[src/logic/memAccessPkg.sv]
package memAccessPkg;

    // cache line geometry
    localparam int LineBytes = 16;
    localparam int LineBits  = 128;

    // frame bits plus the 12-bit page offset
    localparam int PhysBits = 15;

    // request slots the cache can hold at once
    localparam int MaxCredits = 4;
    localparam int CreditBits = $clog2(MaxCredits + 1);

    // access size codes
    localparam logic [1:0] SizeByte   = 2'b00;
    localparam logic [1:0] SizeHalf   = 2'b01;
    localparam logic [1:0] SizeWord   = 2'b10;
    localparam logic [1:0] SizeDouble = 2'b11;

    // page view for the TLB, line view for the aligner
    typedef union packed {
        struct packed {
            logic [19:0] pageNum;
            logic [11:0] pageOffset;
        } page;
        struct packed {
            logic [27:0] lineNum;
            logic [3:0]  byteInLine;
        } line;
    } virtAddr_u;

endpackage

[src/logic/tlbPkg.sv]
package tlbPkg;

    // fully associative, filled through the fill port
    localparam int TlbEntries = 8;

    // entry index width, log2 of the entry count
    localparam int TlbIndexBits = 3;

    // 4 KiB pages on a 32-bit virtual address
    localparam int VpnBits = 20;

    // physical frame number
    // with the page offset this gives a 15-bit physical address
    localparam int FrameBits = 3;

endpackage

[src/logic/accessAligner.sv]
`timescale 1ns/10ps

module accessAligner (
    input  logic [31:0]                       reqAddress,
    input  logic [1:0]                        reqSize,
    input  logic [63:0]                       reqData,
    output logic [31:0]                       line0Address,
    output logic [31:0]                       line1Address,
    output logic                              needSecond,
    output logic [memAccessPkg::LineBits-1:0] mask0,
    output logic [memAccessPkg::LineBits-1:0] mask1,
    output logic [memAccessPkg::LineBits-1:0] data0,
    output logic [memAccessPkg::LineBits-1:0] data1
);

    memAccessPkg::virtAddr_u addr;

    logic [3:0]   accessLen;
    logic [4:0]   endByte;
    logic [15:0]  lenBytes;
    logic [127:0] lenBits;
    logic [63:0]  storeData;
    logic [31:0]  laneBytes;
    logic [255:0] laneData;

    // widen each byte enable to eight mask bits
    function automatic logic [127:0] expandBytes(input logic [15:0] byteEn);
        logic [127:0] bits;
        for (int i = 0; i < 16; i++) begin
            bits[i*8 +: 8] = {8{byteEn[i]}};
        end
        return bits;
    endfunction

    assign addr = reqAddress;

    always_comb begin
        accessLen = 4'd1;
        case (reqSize)
            memAccessPkg::SizeByte:   accessLen = 4'd1;
            memAccessPkg::SizeHalf:   accessLen = 4'd2;
            memAccessPkg::SizeWord:   accessLen = 4'd4;
            memAccessPkg::SizeDouble: accessLen = 4'd8;
        endcase
    end

    // second line when the last byte runs past the line end
    assign endByte    = {1'b0, addr.line.byteInLine} + {1'b0, accessLen};
    assign needSecond = int'(endByte) > memAccessPkg::LineBytes;

    assign line0Address = reqAddress;
    assign line1Address = {addr.line.lineNum + 28'd1, 4'd0};

    // access bytes right-justified
    assign lenBytes  = (16'd1 << accessLen) - 16'd1;
    assign lenBits   = expandBytes(lenBytes);

    // upper store bytes beyond the size are don't care upstream
    assign storeData = reqData & lenBits[63:0];

    // shift across a double-line window with line 0 in the low half
    assign laneBytes = {16'd0, lenBytes} << addr.line.byteInLine;
    assign laneData  = {192'd0, storeData} << {addr.line.byteInLine, 3'b000};

    assign mask0 = expandBytes(laneBytes[15:0]);
    assign data0 = laneData[127:0];

    // bytes that spill into the next line
    assign mask1 = expandBytes(laneBytes[31:16]);
    assign data1 = laneData[255:128];

    // every access byte lands in exactly one line
    lengthKept: assert final (
        $isunknown({reqAddress, reqSize}) ||
        ($countones(mask0) + $countones(mask1) == 8 * accessLen)
    ) else $error("aligner masks cover %0d bits for a %0d-byte access",
                  $countones(mask0) + $countones(mask1), accessLen);

endmodule

[src/logic/creditIssue.sv]
`timescale 1ns/10ps

module creditIssue (
    input  logic                              clk,
    input  logic                              reset,
    input  logic                              accept,
    input  logic                              fault,
    input  logic                              line0Valid,
    input  logic                              line1Valid,
    input  logic [memAccessPkg::PhysBits-1:0] phys0Address,
    input  logic [memAccessPkg::PhysBits-1:0] phys1Address,
    input  logic [memAccessPkg::LineBits-1:0] lineMask0,
    input  logic [memAccessPkg::LineBits-1:0] lineMask1,
    input  logic [memAccessPkg::LineBits-1:0] lineData0,
    input  logic [memAccessPkg::LineBits-1:0] lineData1,
    input  logic                              reqMiss,
    input  logic                              reqProtFault,
    input  logic                              reqUncached,
    input  logic                              creditReturn,
    output logic                              stageReady,
    output logic                              out0Valid,
    output logic [memAccessPkg::PhysBits-1:0] out0Address,
    output logic [memAccessPkg::LineBits-1:0] out0Data,
    output logic [memAccessPkg::LineBits-1:0] out0Mask,
    output logic                              out1Valid,
    output logic [memAccessPkg::PhysBits-1:0] out1Address,
    output logic [memAccessPkg::LineBits-1:0] out1Data,
    output logic [memAccessPkg::LineBits-1:0] out1Mask,
    output logic                              tlbMiss,
    output logic                              protFault,
    output logic                              uncached
);

    logic [memAccessPkg::CreditBits-1:0] creditCount;
    logic [1:0]                          spend;
    logic                                issue;

    assign issue = accept && !fault;
    assign spend = issue ? ({1'b0, line0Valid} + {1'b0, line1Valid}) : 2'd0;

    // two credits in hand so a split access always fits
    assign stageReady = creditCount >= 2;

    always_ff @(posedge clk) begin
        if (reset) begin
            creditCount <= memAccessPkg::CreditBits'(memAccessPkg::MaxCredits);
            out0Valid   <= 1'b0;
            out1Valid   <= 1'b0;
            tlbMiss     <= 1'b0;
            protFault   <= 1'b0;
            uncached    <= 1'b0;
        end else begin
            creditCount <= creditCount + {{(memAccessPkg::CreditBits - 1){1'b0}}, creditReturn}
                           - {{(memAccessPkg::CreditBits - 2){1'b0}}, spend};
            out0Valid   <= issue && line0Valid;
            out1Valid   <= issue && line1Valid;
            tlbMiss     <= accept && reqMiss;
            protFault   <= accept && reqProtFault;
            // flag rides along with the issued lines
            uncached    <= issue && reqUncached;
        end
    end

    always_ff @(posedge clk) begin
        if (accept) begin
            out0Address <= phys0Address;
            out0Mask    <= lineMask0;
            out0Data    <= lineData0;
            out1Address <= phys1Address;
            out1Mask    <= lineMask1;
            out1Data    <= lineData1;
        end
    end

    // cache returns no more slots than it was given
    creditCeiling: assert property (@(posedge clk) disable iff (reset)
        creditCount <= memAccessPkg::MaxCredits
    ) else $error("credit count %0d above the cache depth", creditCount);

    creditFloor: assert property (@(posedge clk) disable iff (reset)
        (spend != 2'd0) |-> (creditCount >= spend)
    ) else $error("issue spends %0d credits with %0d left", spend, creditCount);

endmodule

[src/logic/memInputStage.sv]
`timescale 1ns/10ps

module memInputStage (
    input  logic                              clk,
    input  logic                              reset,
    input  logic                              reqValid,
    input  logic [31:0]                       reqAddress,
    input  logic [1:0]                        reqSize,
    input  logic                              reqWrite,
    input  logic [63:0]                       reqData,
    output logic                              stageReady,
    input  logic                              fillValid,
    input  logic [tlbPkg::TlbIndexBits-1:0]   fillIndex,
    input  logic [tlbPkg::VpnBits-1:0]        fillVpn,
    input  logic [tlbPkg::FrameBits-1:0]      fillFrame,
    input  logic                              fillWritable,
    input  logic                              fillUncached,
    input  logic                              creditReturn,
    output logic                              out0Valid,
    output logic [memAccessPkg::PhysBits-1:0] out0Address,
    output logic [memAccessPkg::LineBits-1:0] out0Data,
    output logic [memAccessPkg::LineBits-1:0] out0Mask,
    output logic                              out1Valid,
    output logic [memAccessPkg::PhysBits-1:0] out1Address,
    output logic [memAccessPkg::LineBits-1:0] out1Data,
    output logic [memAccessPkg::LineBits-1:0] out1Mask,
    output logic                              tlbMiss,
    output logic                              protFault,
    output logic                              uncached
);

    memAccessPkg::virtAddr_u             vAddr0;
    memAccessPkg::virtAddr_u             vAddr1;
    logic [31:0]                         line0Address;
    logic [31:0]                         line1Address;
    logic                                needSecond;
    logic [memAccessPkg::LineBits-1:0]   mask0;
    logic [memAccessPkg::LineBits-1:0]   mask1;
    logic [memAccessPkg::LineBits-1:0]   data0;
    logic [memAccessPkg::LineBits-1:0]   data1;
    logic [tlbPkg::FrameBits-1:0]        frame0;
    logic [tlbPkg::FrameBits-1:0]        frame1;
    logic                                miss0;
    logic                                miss1;
    logic                                prot0;
    logic                                prot1;
    logic                                uncached0;
    logic                                uncached1;
    logic                                anyMiss;
    logic                                anyProt;
    logic                                anyUncached;
    logic                                accept;

    accessAligner aligner (
        .reqAddress(reqAddress), .reqSize(reqSize), .reqData(reqData),
        .line0Address(line0Address), .line1Address(line1Address),
        .needSecond(needSecond), .mask0(mask0), .mask1(mask1),
        .data0(data0), .data1(data1)
    );

    assign vAddr0 = line0Address;
    assign vAddr1 = line1Address;

    // both copies see the same fills
    tlbLookup tlbLine0 (
        .clk(clk), .reset(reset), .fillValid(fillValid), .fillIndex(fillIndex),
        .fillVpn(fillVpn), .fillFrame(fillFrame), .fillWritable(fillWritable),
        .fillUncached(fillUncached), .lookupValid(reqValid),
        .lookupVpn(vAddr0.page.pageNum), .write(reqWrite), .frame(frame0),
        .hit(), .miss(miss0), .protFault(prot0), .uncached(uncached0)
    );

    tlbLookup tlbLine1 (
        .clk(clk), .reset(reset), .fillValid(fillValid), .fillIndex(fillIndex),
        .fillVpn(fillVpn), .fillFrame(fillFrame), .fillWritable(fillWritable),
        .fillUncached(fillUncached), .lookupValid(reqValid),
        .lookupVpn(vAddr1.page.pageNum), .write(reqWrite), .frame(frame1),
        .hit(), .miss(miss1), .protFault(prot1), .uncached(uncached1)
    );

    // second line only counts when the access crosses
    assign anyMiss     = miss0 || (needSecond && miss1);
    assign anyProt     = prot0 || (needSecond && prot1);
    assign anyUncached = uncached0 || (needSecond && uncached1);
    assign accept      = reqValid && stageReady;

    creditIssue issue (
        .clk(clk), .reset(reset), .accept(accept), .fault(anyMiss || anyProt),
        .line0Valid(reqValid), .line1Valid(reqValid && needSecond),
        .phys0Address({frame0, vAddr0.page.pageOffset}),
        .phys1Address({frame1, vAddr1.page.pageOffset}),
        .lineMask0(mask0), .lineMask1(mask1), .lineData0(data0), .lineData1(data1),
        .reqMiss(anyMiss), .reqProtFault(anyProt), .reqUncached(anyUncached),
        .creditReturn(creditReturn), .stageReady(stageReady),
        .out0Valid(out0Valid), .out0Address(out0Address), .out0Data(out0Data),
        .out0Mask(out0Mask), .out1Valid(out1Valid), .out1Address(out1Address),
        .out1Data(out1Data), .out1Mask(out1Mask), .tlbMiss(tlbMiss),
        .protFault(protFault), .uncached(uncached)
    );

endmodule

[src/logic/tlbLookup.sv]
`timescale 1ns/10ps

module tlbLookup (
    input  logic                            clk,
    input  logic                            reset,
    input  logic                            fillValid,
    input  logic [tlbPkg::TlbIndexBits-1:0] fillIndex,
    input  logic [tlbPkg::VpnBits-1:0]      fillVpn,
    input  logic [tlbPkg::FrameBits-1:0]    fillFrame,
    input  logic                            fillWritable,
    input  logic                            fillUncached,
    input  logic                            lookupValid,
    input  logic [tlbPkg::VpnBits-1:0]      lookupVpn,
    input  logic                            write,
    output logic [tlbPkg::FrameBits-1:0]    frame,
    output logic                            hit,
    output logic                            miss,
    output logic                            protFault,
    output logic                            uncached
);

    logic [tlbPkg::TlbEntries-1:0] entryValid;
    logic [tlbPkg::TlbEntries-1:0] entryWritable;
    logic [tlbPkg::TlbEntries-1:0] entryUncached;
    logic [tlbPkg::VpnBits-1:0]    entryVpn [tlbPkg::TlbEntries];
    logic [tlbPkg::FrameBits-1:0]  entryFrame [tlbPkg::TlbEntries];
    logic [tlbPkg::TlbEntries-1:0] match;
    logic                          selWritable;
    logic                          selUncached;

    always_ff @(posedge clk) begin
        if (reset) begin
            entryValid <= '0;
        end else if (fillValid) begin
            entryValid[fillIndex] <= 1'b1;
        end
    end

    // entry payload, written by the fill port
    always_ff @(posedge clk) begin
        if (fillValid) begin
            entryVpn[fillIndex]      <= fillVpn;
            entryFrame[fillIndex]    <= fillFrame;
            entryWritable[fillIndex] <= fillWritable;
            entryUncached[fillIndex] <= fillUncached;
        end
    end

    // parallel compare, match is one-hot so an OR selects
    always_comb begin
        frame       = '0;
        selWritable = 1'b0;
        selUncached = 1'b0;
        for (int i = 0; i < tlbPkg::TlbEntries; i++) begin
            match[i] = entryValid[i] && (entryVpn[i] == lookupVpn);
            if (match[i]) begin
                frame       = frame | entryFrame[i];
                selWritable = selWritable | entryWritable[i];
                selUncached = selUncached | entryUncached[i];
            end
        end
    end

    assign hit       = lookupValid && (|match);
    assign miss      = lookupValid && !(|match);
    assign protFault = hit && write && !selWritable;
    assign uncached  = hit && selUncached;

    // fill software must not map one page twice
    uniqueMatch: assert property (@(posedge clk) disable iff (reset)
        lookupValid |-> $onehot0(match)
    ) else $error("TLB has several valid entries for page %h", lookupVpn);

endmodule

[config.mk]
export PLATFORM = sky130hd
export DESIGN_NAME = memInputStage
export DESIGN_NICKNAME = d
export VERILOG_FILES = /design/src/logic/memAccessPkg.sv /design/src/logic/tlbPkg.sv /design/src/logic/accessAligner.sv /design/src/logic/creditIssue.sv /design/src/logic/memInputStage.sv /design/src/logic/tlbLookup.sv
export SDC_FILE = /design/constraint.sdc
export NUM_CORES = 1
export LEC_CHECK = 0
export BUFFER_PORTS_ARGS = -buffer_cell sky130_fd_sc_hd__buf_2
export CAP_MARGIN = 20
export CORE_AREA = 2 2 265 267
export DETAILED_ROUTE_END_ITERATION = 7
export DIE_AREA = 0 0 267 269
export PLACE_DENSITY = 0.58
export SLEW_MARGIN = 20
export SYNTH_ARGS = -nofsm -noshare
export SYNTH_HDL_FRONTEND = slang
export SYNTH_SLANG_ARGS = --single-unit
[constraint.sdc]
create_clock -name clk -period 7 [get_ports clk]
set_clock_uncertainty 0.1 [all_clocks]
set_input_delay 0.7 -clock clk [delete_from_list [all_inputs] [get_ports clk]]
set_output_delay 0.7 -clock clk [all_outputs]
set_load 0.01 [all_outputs]
Word level (Yosys, flattened, before mapping) --
Memory sizes are Yosys's and may differ from the RTL's. Index checks and enable logic that the tools add are counted.
Word-level totals: word-level logic and storage cells 207, register bits 580, output and inout port bits 548, bits in writable memories 368, input bits 132, memories 4
Memory list:
- tlbLine0.entryVpn | depth 8, bits a word 20, rd ports 8, clocked after Yosys merged registers in 0, wr ports 1, line tlbLookup.sv:25 | logic [tlbPkg::VpnBits-1:0] entryVpn [tlbPkg::TlbEntries];
- tlbLine1.entryVpn | depth 8, bits a word 20, rd ports 8, clocked after Yosys merged registers in 0, wr ports 1, line tlbLookup.sv:25
- tlbLine0.entryFrame | depth 8, bits a word 3, rd ports 8, clocked after Yosys merged registers in 0, wr ports 1, line tlbLookup.sv:26 | logic [tlbPkg::FrameBits-1:0] entryFrame [tlbPkg::TlbEntries];
- tlbLine1.entryFrame | depth 8, bits a word 3, rd ports 8, clocked after Yosys merged registers in 0, wr ports 1, line tlbLookup.sv:26
Cells by class: muxes and demuxes 58, order comparisons 4, equality and inequality tests 19, bitwise logic cells 45, add/sub/neg operators 6, reduce and logical (&&, ||, !) cells 50, shift operators 3
Operators by type and width (number):
- == test 20 bit | 16
- << shifter 64 x 7 -> 256 bit | 1
- AND 64 bit | 1
- 2-to-1 mux 3 bit | 16
- bitwise OR 3 bit | 14
- logical AND 1 bit | 38
- 2-to-1 mux 1 bit | 35
- bitwise mux 8 bit | 4
- << shifter 16 x 4 -> 32 bit | 1
- adder 28 x 1 -> 28 bit, second input constant | 1
- bitwise OR 1 bit | 28
- bitwise OR 8 bit | 2
- one-hot mux 4 bit (4 select lines) | 1
- OR reduction 8 bit | 2
- << shifter 1 x 4 -> 16 bit, first input constant | 1
- subtractor 16 x 1 -> 16 bit, second input constant | 1
- adder 4 x 4 -> 5 bit | 1
- greater-than comparator 5 bit, second input constant | 1
- logical NOT 1 bit | 5
- == test 2 bit, second input constant | 2
- logical OR 1 bit | 4
- less-than comparator 3 x 4 -> 1 bit, second input constant | 1
- adder 3 x 1 -> 3 bit | 1
- demux 1 bit (select 3 bit) | 1
- 7 further kinds | 7

Longest topological paths before layout --
Gate-level depths: netlist (run 1).
depth after elaboration 27, depth in mapped cells 18, depth with buffers taken out 16

By module --
A second synthesis (run 1) with hierarchy kept.
Unflattened totals: cells, all modules 2674, area, all modules 40961.8 um2
By module, submodules not included:
- creditIssue | area an instance 16631.0 um2, cells an instance 572, seq. area each 16435.8 um2, instances 1
- tlbLookup at tlbLine0 | area an instance 8552.0 um2, cells an instance 506, seq. area each 6165.9 um2, instances 1
- tlbLookup at tlbLine1 | area an instance 8463.1 um2, cells an instance 506, seq. area each 6165.9 um2, instances 1
- accessAligner | area an instance 7265.7 um2, cells an instance 1082, seq. area each 0.0 um2, instances 1
- memInputStage | area an instance 50.0 um2, cells an instance 8, seq. area each 0.0 um2, instances 1

Least setup slack after synthesis (run 1) --
Ideal clock, no wire load.
kind input port to flip-flop, start point input port reqValid, end point register issue.protFault, path buffers 0, setup time 90 ps, required time 6810 ps, arrival 5994 ps, stages 4, path slack 816 ps, cell sequence nand2_1 -> inv_1 -> nand2_1 -> a21oi_1
Between the ends: elaborated cells on any way between the ends 10, those cells by class 10 x reduce/logical
RTL lines:
- start, declared | line memInputStage.sv:6 | input logic reqValid,
- logical AND 1 bit | line memInputStage.sv:85 | assign accept = reqValid && stageReady;
- via accept | line memInputStage.sv:52 | logic accept;
- logical AND 1 bit | line creditIssue.sv:58 | protFault <= accept && reqProtFault;
- end signal, assigned | line creditIssue.sv:58
- end, declared | line creditIssue.sv:30 | output logic protFault,
The timed path passes the listed nets, and every way through them passes these cells. A chain may end at the register's enable or synchronous reset.

Worst setup path in the final report (run 1) --
start point input port reqAddress[12], end point register issue.creditCount[2] (netlist bit)
Between the ends: word-level cells in the longest chain between the ends 27, elaborated cells on any way between the ends 86, those cells by class 2 x add/sub; 16 x eq/ne; 17 x mux; 14 x bitwise; 37 x reduce/logical
Ends and longest elaborated chain:
- start, declared | line memInputStage.sv:7 | input logic [31:0] reqAddress,
- adder 28 x 1 -> 28 bit | line accessAligner.sv:52 | assign line1Address = {addr.line.lineNum + 28'd1, 4'd0};
- == test 20 bit | line tlbLookup.sv:55 | match[i] = entryValid[i] && (entryVpn[i] == lookupVpn);
- logical AND 1 bit | line tlbLookup.sv:55
- 2-to-1 mux 1 bit | line tlbLookup.sv:56 | if (match[i]) begin
- bitwise OR 1 bit | line tlbLookup.sv:58 | selWritable = selWritable | entryWritable[i];
- 2-to-1 mux 1 bit | line tlbLookup.sv:56
- bitwise OR 1 bit | line tlbLookup.sv:58
- 2-to-1 mux 1 bit | line tlbLookup.sv:56
- [11 not listed]
- logical AND 1 bit | line tlbLookup.sv:66 | assign protFault = hit && write && !selWritable;
- logical AND 1 bit | line memInputStage.sv:83 | assign anyProt = prot0 || (needSecond && prot1);
- logical OR 1 bit | line memInputStage.sv:83
- logical OR 1 bit * | line memInputStage.sv:88 | .clk(clk), .reset(reset), .accept(accept), .fault(anyMiss || anyProt),
- logical NOT 1 bit * | line creditIssue.sv:38 | assign issue = accept && !fault;
- logical AND 1 bit * | line creditIssue.sv:38
- 2-to-1 mux 2 bit * | line creditIssue.sv:39 | assign spend = issue ? ({1'b0, line0Valid} + {1'b0, line1Valid}) : 2'd0;
- subtractor 3 x 2 -> 3 bit * | line creditIssue.sv:54 | - {{(memAccessPkg::CreditBits - 2){1'b0}}, spend};
- end signal, assigned | line creditIssue.sv:46 | creditCount <= memAccessPkg::CreditBits'(memAccessPkg::MaxCredits);
- end signal, assigned | line creditIssue.sv:53 | creditCount <= creditCount + {{(memAccessPkg::CreditBits - 1){1'b0}}, creditReturn}
- end, declared | line creditIssue.sv:34 | logic [memAccessPkg::CreditBits-1:0] creditCount;
Mark *: on every way between the ends. The rest lies on a longest branch, timed or not.

==> metrics.txt, run 1 <==
Die Span X approximately 270 um; worst slew pin tran 1.12 ns; Peak VDD IR around 0.00022 V; first-pass iteration count of the detailed router 7; status finished clean; mux share of post-synthesis cell area roughly 2.8%; Avg WL per Cell about 32 um; fmax ~0.19 GHz; row count 97; Vias/cell between 5 and 6; largest family of logic cells by synthesized area simple AND/OR/NAND/NOR gates; Avg Inst Size Synth roughly 11 um^2; kind of critical path primary input to flop; Layout area overhead 15.2%; hold path depth 1; placed instance count about 3,600; leakage 11.4 nW; Adder-Cell Fraction of Synth Area less than 1%; Register-to-Register Setup Slack about 2.3 ns; Slew headroom between 20% and 30%; die area approximately 70,000 um^2; drc violations 0; CTS buffer count roughly 50; 1st-iter DRT viols just under 3,000; Period Utilization, post-route 75.5%; Max Cap Viol 0; proportion of layout cells with a drive suffix above 1 between 20% and 30%; final hold viol count 0; Final TNS setup 0 ns; CTS root buffer clkbuf_16; max-slew violations 0; sequential-to-total area share from yosys stat between 50% and 60%; RSZ-0062 raised after global routing no; number of synthesized register bits around 470; Reg area 13,700 um^2; EDFF count, synth 441; post_cts resized 0; vias 20,425; HP Class primary input to flop; crit path DAT roughly 5.7 ns; Filler Cells Inserted 6,645; Multi-input gate area 9660 um^2; number of global-route vias before repair 18,730; Ys Warns 0; H-tree Lvls 2; Worst Setup End Kind flop; Compound-Gate Fraction of Synth Area a little under a tenth; Tmin final between 5 and 6 ns; Final Non-Filler Cells between 3,000 and 4,000; Clock Tree Buf Depth 3; total gr overflow 0; Synth Instances about 2,300; synthesized area 25,800 um^2; Starting Density about 37%; number of antenna violations at the first check in global routing 24; first-pass GRT wire length about 150 mm; Finish-stage setup viols 0; Final Core Density 42.9%; DRT Wirelength 116 mm; reg2reg path depth 12; CTS clk-pin slew, worst paths roughly 0.06 ns; Critical Path Fanout Max 17; Net count, final ~2,800; Post-CTS Setup Bufs 0; ys flop type edfxtp_1; Synth Area in Simple Gates between 10% and 20%; CP required around 7.4 ns; TritonCTS Sinks around 470; Antenna Nets Post-Route 0; gpl congestion roughly 1; Die Ht around 270 um; Detailed Place HPWL slightly above 90 mm; CTS tree built; pwr dens between 200 and 250 nW/um^2; total global routing track utilization between 30% and 40%; IO Pins just under 700; number of library cell types mapped by synthesis 82; port buffer count about 600; largest net degree at the start of global routing between 100 and 150; Core Area 69,300 um^2; hold buffers post-CTS 0; CP Launch Type primary input; Synth Area in XOR/XNOR approximately 8.7%; async set-reset flop share out of synthesis 0%; Clock Latency Late Sink between 0.6 and 0.7 ns
==> cell type report <==
class	instances	area share, %
Sequential cell	465	46.1
Multi-Input combinational cell	1480	32.5
Timing Repair Buffer	652	11.5
Clock buffer	69	4.69
Tap cell	940	3.95
Clock inverter	25	0.820
Inverter	26	0.353
Antenna cell	6	0.0505
==> cells in the final DEF, fill, tap and decap left out, types with 8 or more instances in the layout <==
master       n
a221oi_1     8
nor2_1     198
and2_1      67
or4_1       19
buf_2      594
a21oi_1     63
clkbuf_16   52
xnor2_1    189
nor3b_1     11
nand2_1    118
a2bb2oi_1    8
nor3_2       8
o21ai_0     74
ha_1         8
nand4_1     48
a31oi_1     20
buf_4       57
or3_1       13
a22o_1      40
mux2i_1     42
nand2b_1    12
nor3_1      49
a222oi_1     8
nor4_1      23
inv_1       23
a22oi_1     41
dfxtp_1     24
conb_1      92
and3_1      17
clkbuf_1    14
o22ai_1     37
edfxtp_1   441
mux2_2      27
clkinv_1    12
and4_1      17
nand3_1     40
xor2_1      67
==> state kept, by name, indices dropped and copies added (netlist names), 8 cells and up <==
name and count:
issue.out0Address 15, issue.out0Data 128, issue.out0Mask 16, issue.out1Address 11, issue.out1Data 56, issue.out1Mask 15, tlbLine0.entryUncached 8, tlbLine0.entryValid 8
tlbLine0.entryVpn 140, tlbLine0.entryWritable 8, tlbLine1.entryFrame 21, tlbLine1.entryValid 8, tlbLine1.entryVpn 20
==> per-stage QoR <==
| stage | total power, W | hold WS (ns) | instance area, um^2 | setup WS (ns) |
|---|---|---|---|---|
| floorplan | 0.00431 | 0.334 | 26200 | 0.816 |
| detailed placement | 0.00477 | 0.359 | 28100 | 1.18 |
| finish | 0.00743 | 0.241 | 29700 | 1.72 |
| global route | 0.00766 | 0.239 | 29700 | 1.50 |
| global placement | 0.00477 | 0.350 | 28100 | 1.22 |
| CTS | 0.00746 | 0.209 | 29700 | 1.81 |
==> cells in the mapped netlist, types with 19 or more instances <==
cell        n  area (um^2)
mux2_2     27          304
buf_2      31          155
nand3_1    40          200
a22oi_1    41          308
xnor2_1   189         1660
a31oi_1    20          125
mux2i_1    42          420
or4_1      19          143
a22o_1     40          350
and2_1     67          419
nor4_1     26          163
edfxtp_1  441        13200
dfxtp_1    24          480
buf_4     305         2290
nand4_1    48          300
inv_1      25         93.8
clkbuf_1   70          263
a21oi_1    63          315
o21ai_0    74          370
xor2_1     67          587
nand2_1   118          443
nor3_1     54          270
nor2_1    204          766
o22ai_1    37          231
==> worst paths after layout <==
| path | from | to |
|---|---|---|
| worst min-delay path | reqAddress[5] | issue.out0Address[5] |
| worst max-delay path | reqAddress[12] | issue.creditCount[2] |
| worst max register to register | tlbLine0.entryVpn[0][12] | issue.creditCount[2] |
| worst min register to register | tlbLine1.entryValid[0] | tlbLine1.entryValid[0] |
==> critical path, stage by stage <==
cell,delay (ns)
buf_2,0.31
nand4_1,0.24
nor3_4,0.68
nand2_1,0.63
xnor2_1,0.30
or4_1,0.54
nor4_2,0.69
or4_1,0.23
or4b_1,0.17
o2111ai_1,0.16
ha_1,0.34
fa_1,0.44
xnor2_1,0.16
nand2_1,0.07
==> power by group <==
group | leakage [nW] | total, W | switching (W) | internal (W)
combinational | 6.18 | 0.00133 | 0.000920 | 0.000409
clock | 0.792 | 0.00270 | 0.00116 | 0.00154
sequential | 4.44 | 0.00340 | 0.000112 | 0.00329
==> routing by layer <==
| layer | GRT usage (%) | vias to the layer above | part of all wire, % |
|---|---|---|---|
| li1 | - | 8772 | - |
| met1 | 43.2 | 10145 | 42 |
| met2 | 47.0 | 1278 | 44 |
| met3 | 8.55 | 200 | 10 |
| met4 | 10.0 | 30 | 3.5 |
| met5 | 0 | - | 0.17 |
==> kinds of logic after synthesis <==
| group | Yosys count |
|---|---|
| AOI/OAI and AO/OA | 358 |
| xor gates and xnor gates | 256 |
| adders and majority gates | 10 |
| buffers and inverters | 446 |
| DFF | 465 |
| muxes | 69 |
| other | 1 |
| and+or+nand+nor | 695 |
Power figures use the tool's default switching activity.
==> run 2, diff against run 1 <==
PLACE_DENSITY = 0.6   (was 0.58)
clock period = 4.5 ns   (was 7 ns; I/O delays follow)
==> metrics.txt, run 2 (same netlist as run 1, synthesis figures left out) <==
DRT Wirelength 118 mm (+1.9%); Post-CTS Setup Bufs 0 (unchanged); H-tree Lvls 2 (unchanged); worst slew pin tran 1.14 ns (+0.0222 ns); Filler Cells Inserted 6,567 (-1.2%); total global routing track utilization 31.8% (+0.67 points); top flop regs tlbLine0.entryVpn (140), issue.out0Data (128), issue.out1Data (56); TritonCTS Sinks 465 (unchanged); Starting Density 37.3% (unchanged); status finished clean; Final Hold Slack 0.0321 ns (-0.209 ns); CTS tree built; Largest Register tlbLine0.entryVpn; Clock Latency Late Sink 0.63 ns (about the same); Final Core Density 46.6% (+3.6 points); Detailed Place HPWL 94.5 mm (+3.3%); CP peak stage delay 0.60 ns (-0.09 ns); pwr dens 366 nW/um^2 (+47%); Layout area overhead 25.0%; Peak VDD IR 0.000356 V (+62%); buffers plus inverters on the worst setup path 2 (+1); CTS buffer count 52 (+2.0%); commonest non-fill, non-tap cells in the layout buf_2, edfxtp_1, buf_4; gpl congestion 0.985 (-1.7%); Final Non-Filler Cells 3,988 (+8.9%); Design Power 0.0118 W (+59%); CP required 4.91 ns (-2.49 ns); Net count, final 3,142 (+11%); Tmin final around 4.3 ns; number of antenna violations at the first check in global routing 17 (-29%); die area 71,800 um^2 (unchanged); number of global-route vias before repair 20,130 (+7.5%); max-slew violations 0 (unchanged); leakage 13.0 nW (+14%); Max Cap Viol 0 (unchanged); final hold viol count 0 (unchanged); HP Class primary input to flop; 1st-iter DRT viols 2,772 (-5.0%); Final TNS setup 0 ns (unchanged); Worst Setup End Kind flop; kind of critical path flop to flop; largest net degree at the start of global routing 93 (-17%); Crit path max-delay family simple AND/OR/NAND/NOR gates; Avg WL per Cell 29.7 um (-6.4%); CTS root buffer clkbuf_16; slowest library cell on the worst path or4_1; row count 97 (unchanged); drc violations 0 (unchanged); Slew headroom 23.6% (-1.7 points); Clock Tree Buf Depth 3 (unchanged); most frequent CP cell xnor2_1; Vias/cell 5.47 (-1.9%); CTS clk-pin slew, worst paths 0.06 ns (about the same); number of flip-flops in the largest register 140 (unchanged); Period Utilization, post-route 96.2%; first-pass GRT wire length 158 mm (+2.9%); Die Ht 269 um (unchanged); Die Span X 267 um (unchanged); RSZ-0062 raised after global routing no; Finish-stage setup viols 0 (unchanged); port buffer count 595 (unchanged); placed instance count 3,882 (+9.0%); fmax approximately 0.23 GHz; proportion of layout cells with a drive suffix above 1 36.9% (+7.9 points); Critical Path Fanout Max 3 (-14); first-pass iteration count of the detailed router 7 (unchanged); most common cell after layout, fill and taps aside buf_2; IO Pins 680 (unchanged); vias 21,808 (+6.8%); Reg area 13,700 um^2 (unchanged); Antenna Nets Post-Route 0 (unchanged); Core Area 69,300 um^2 (unchanged); Multi-input gate area 9670 um^2 (+0.10%); total gr overflow 0 (unchanged); CP Launch Type flop; crit path DAT 4.74 ns (-0.94 ns); CP cell instances xnor2_1, buf_4, xnor2_1, o311ai_0, nand4_1, or4_1, nor4_4, buf_4, a22oi_1, nand3_1, o2111ai_1, ha_1, fa_1, xnor2_1, nand2_1
-- run 2: cell types whose count changed in the layout (fill, tap and decap cells not counted), sizes merged --
cell and change:
buf +319, bufinv -1, clkbuf -8, clkinv +5, clkinvlp +3, dlygate4sd3 +4
inv +3
-- run 2: what timing repair did --
action,in CTS,in global routing
endpoints found under the hold margin,28,0
setup endpoints to repair,3,2
gates resized for setup,2,2
gates cloned,0,0
hold buffers,4,0
-- run 2: worst paths after layout --
| check | from | slack, ns | cells past startpoint | endpoint |
|---|---|---|---|---|
| worst max-delay path | tlbLine0.entryVpn[1][6] | 0.17 | 15 | issue.creditCount[2] |
| worst min-delay path | fillVpn[17] | 0.03 | 1 | tlbLine0.entryVpn[2][17] |
| worst max register to register | tlbLine0.entryVpn[1][6] | 0.17 | 15 | issue.creditCount[2] |
| worst min register to register | tlbLine0.entryValid[2] | 0.38 | 2 | tlbLine0.entryValid[2] |
-- run 2: metal layers --
layer / global-route usage, % / vias to the layer above / part of all wire [%]
li1: - / 9445 / -
met1: 44.4 / 10952 / 43
met2: 49.6 / 1214 / 45
met3: 6.95 / 179 / 9.0
met4: 9.05 / 18 / 2.9
met5: 0 / - / 0.17
-- run 2: final cells by class --
cell class / instances / share of cell area [%]
Clock inverter: 35 / 0.938
Antenna cell: 6 / 0.0465
Sequential cell: 465 / 42.5
Inverter: 26 / 0.314
Clock buffer: 61 / 4.27
Timing Repair Buffer: 975 / 18.3
Multi-Input combinational cell: 1480 / 30.0
Tap cell: 940 / 3.64
-- run 2: power breakdown --
group	internal (W)	switching [W]	leakage [nW]
Clock	0.00239	0.00190	0.828
Sequential	0.00511	0.000158	4.44
Combinational	0.000800	0.00148	7.76
-- run 2: metrics by stage --
stage	setup WS (ns)	cell area [um^2]
6_report	0.169	32300
2_1_floorplan	-0.243	26200
3_3_place_gp	-0.694	30500
3_5_place_dp	-0.591	30500
5_1_grt	0.000765	32300
4_1_cts	0.0593	32200
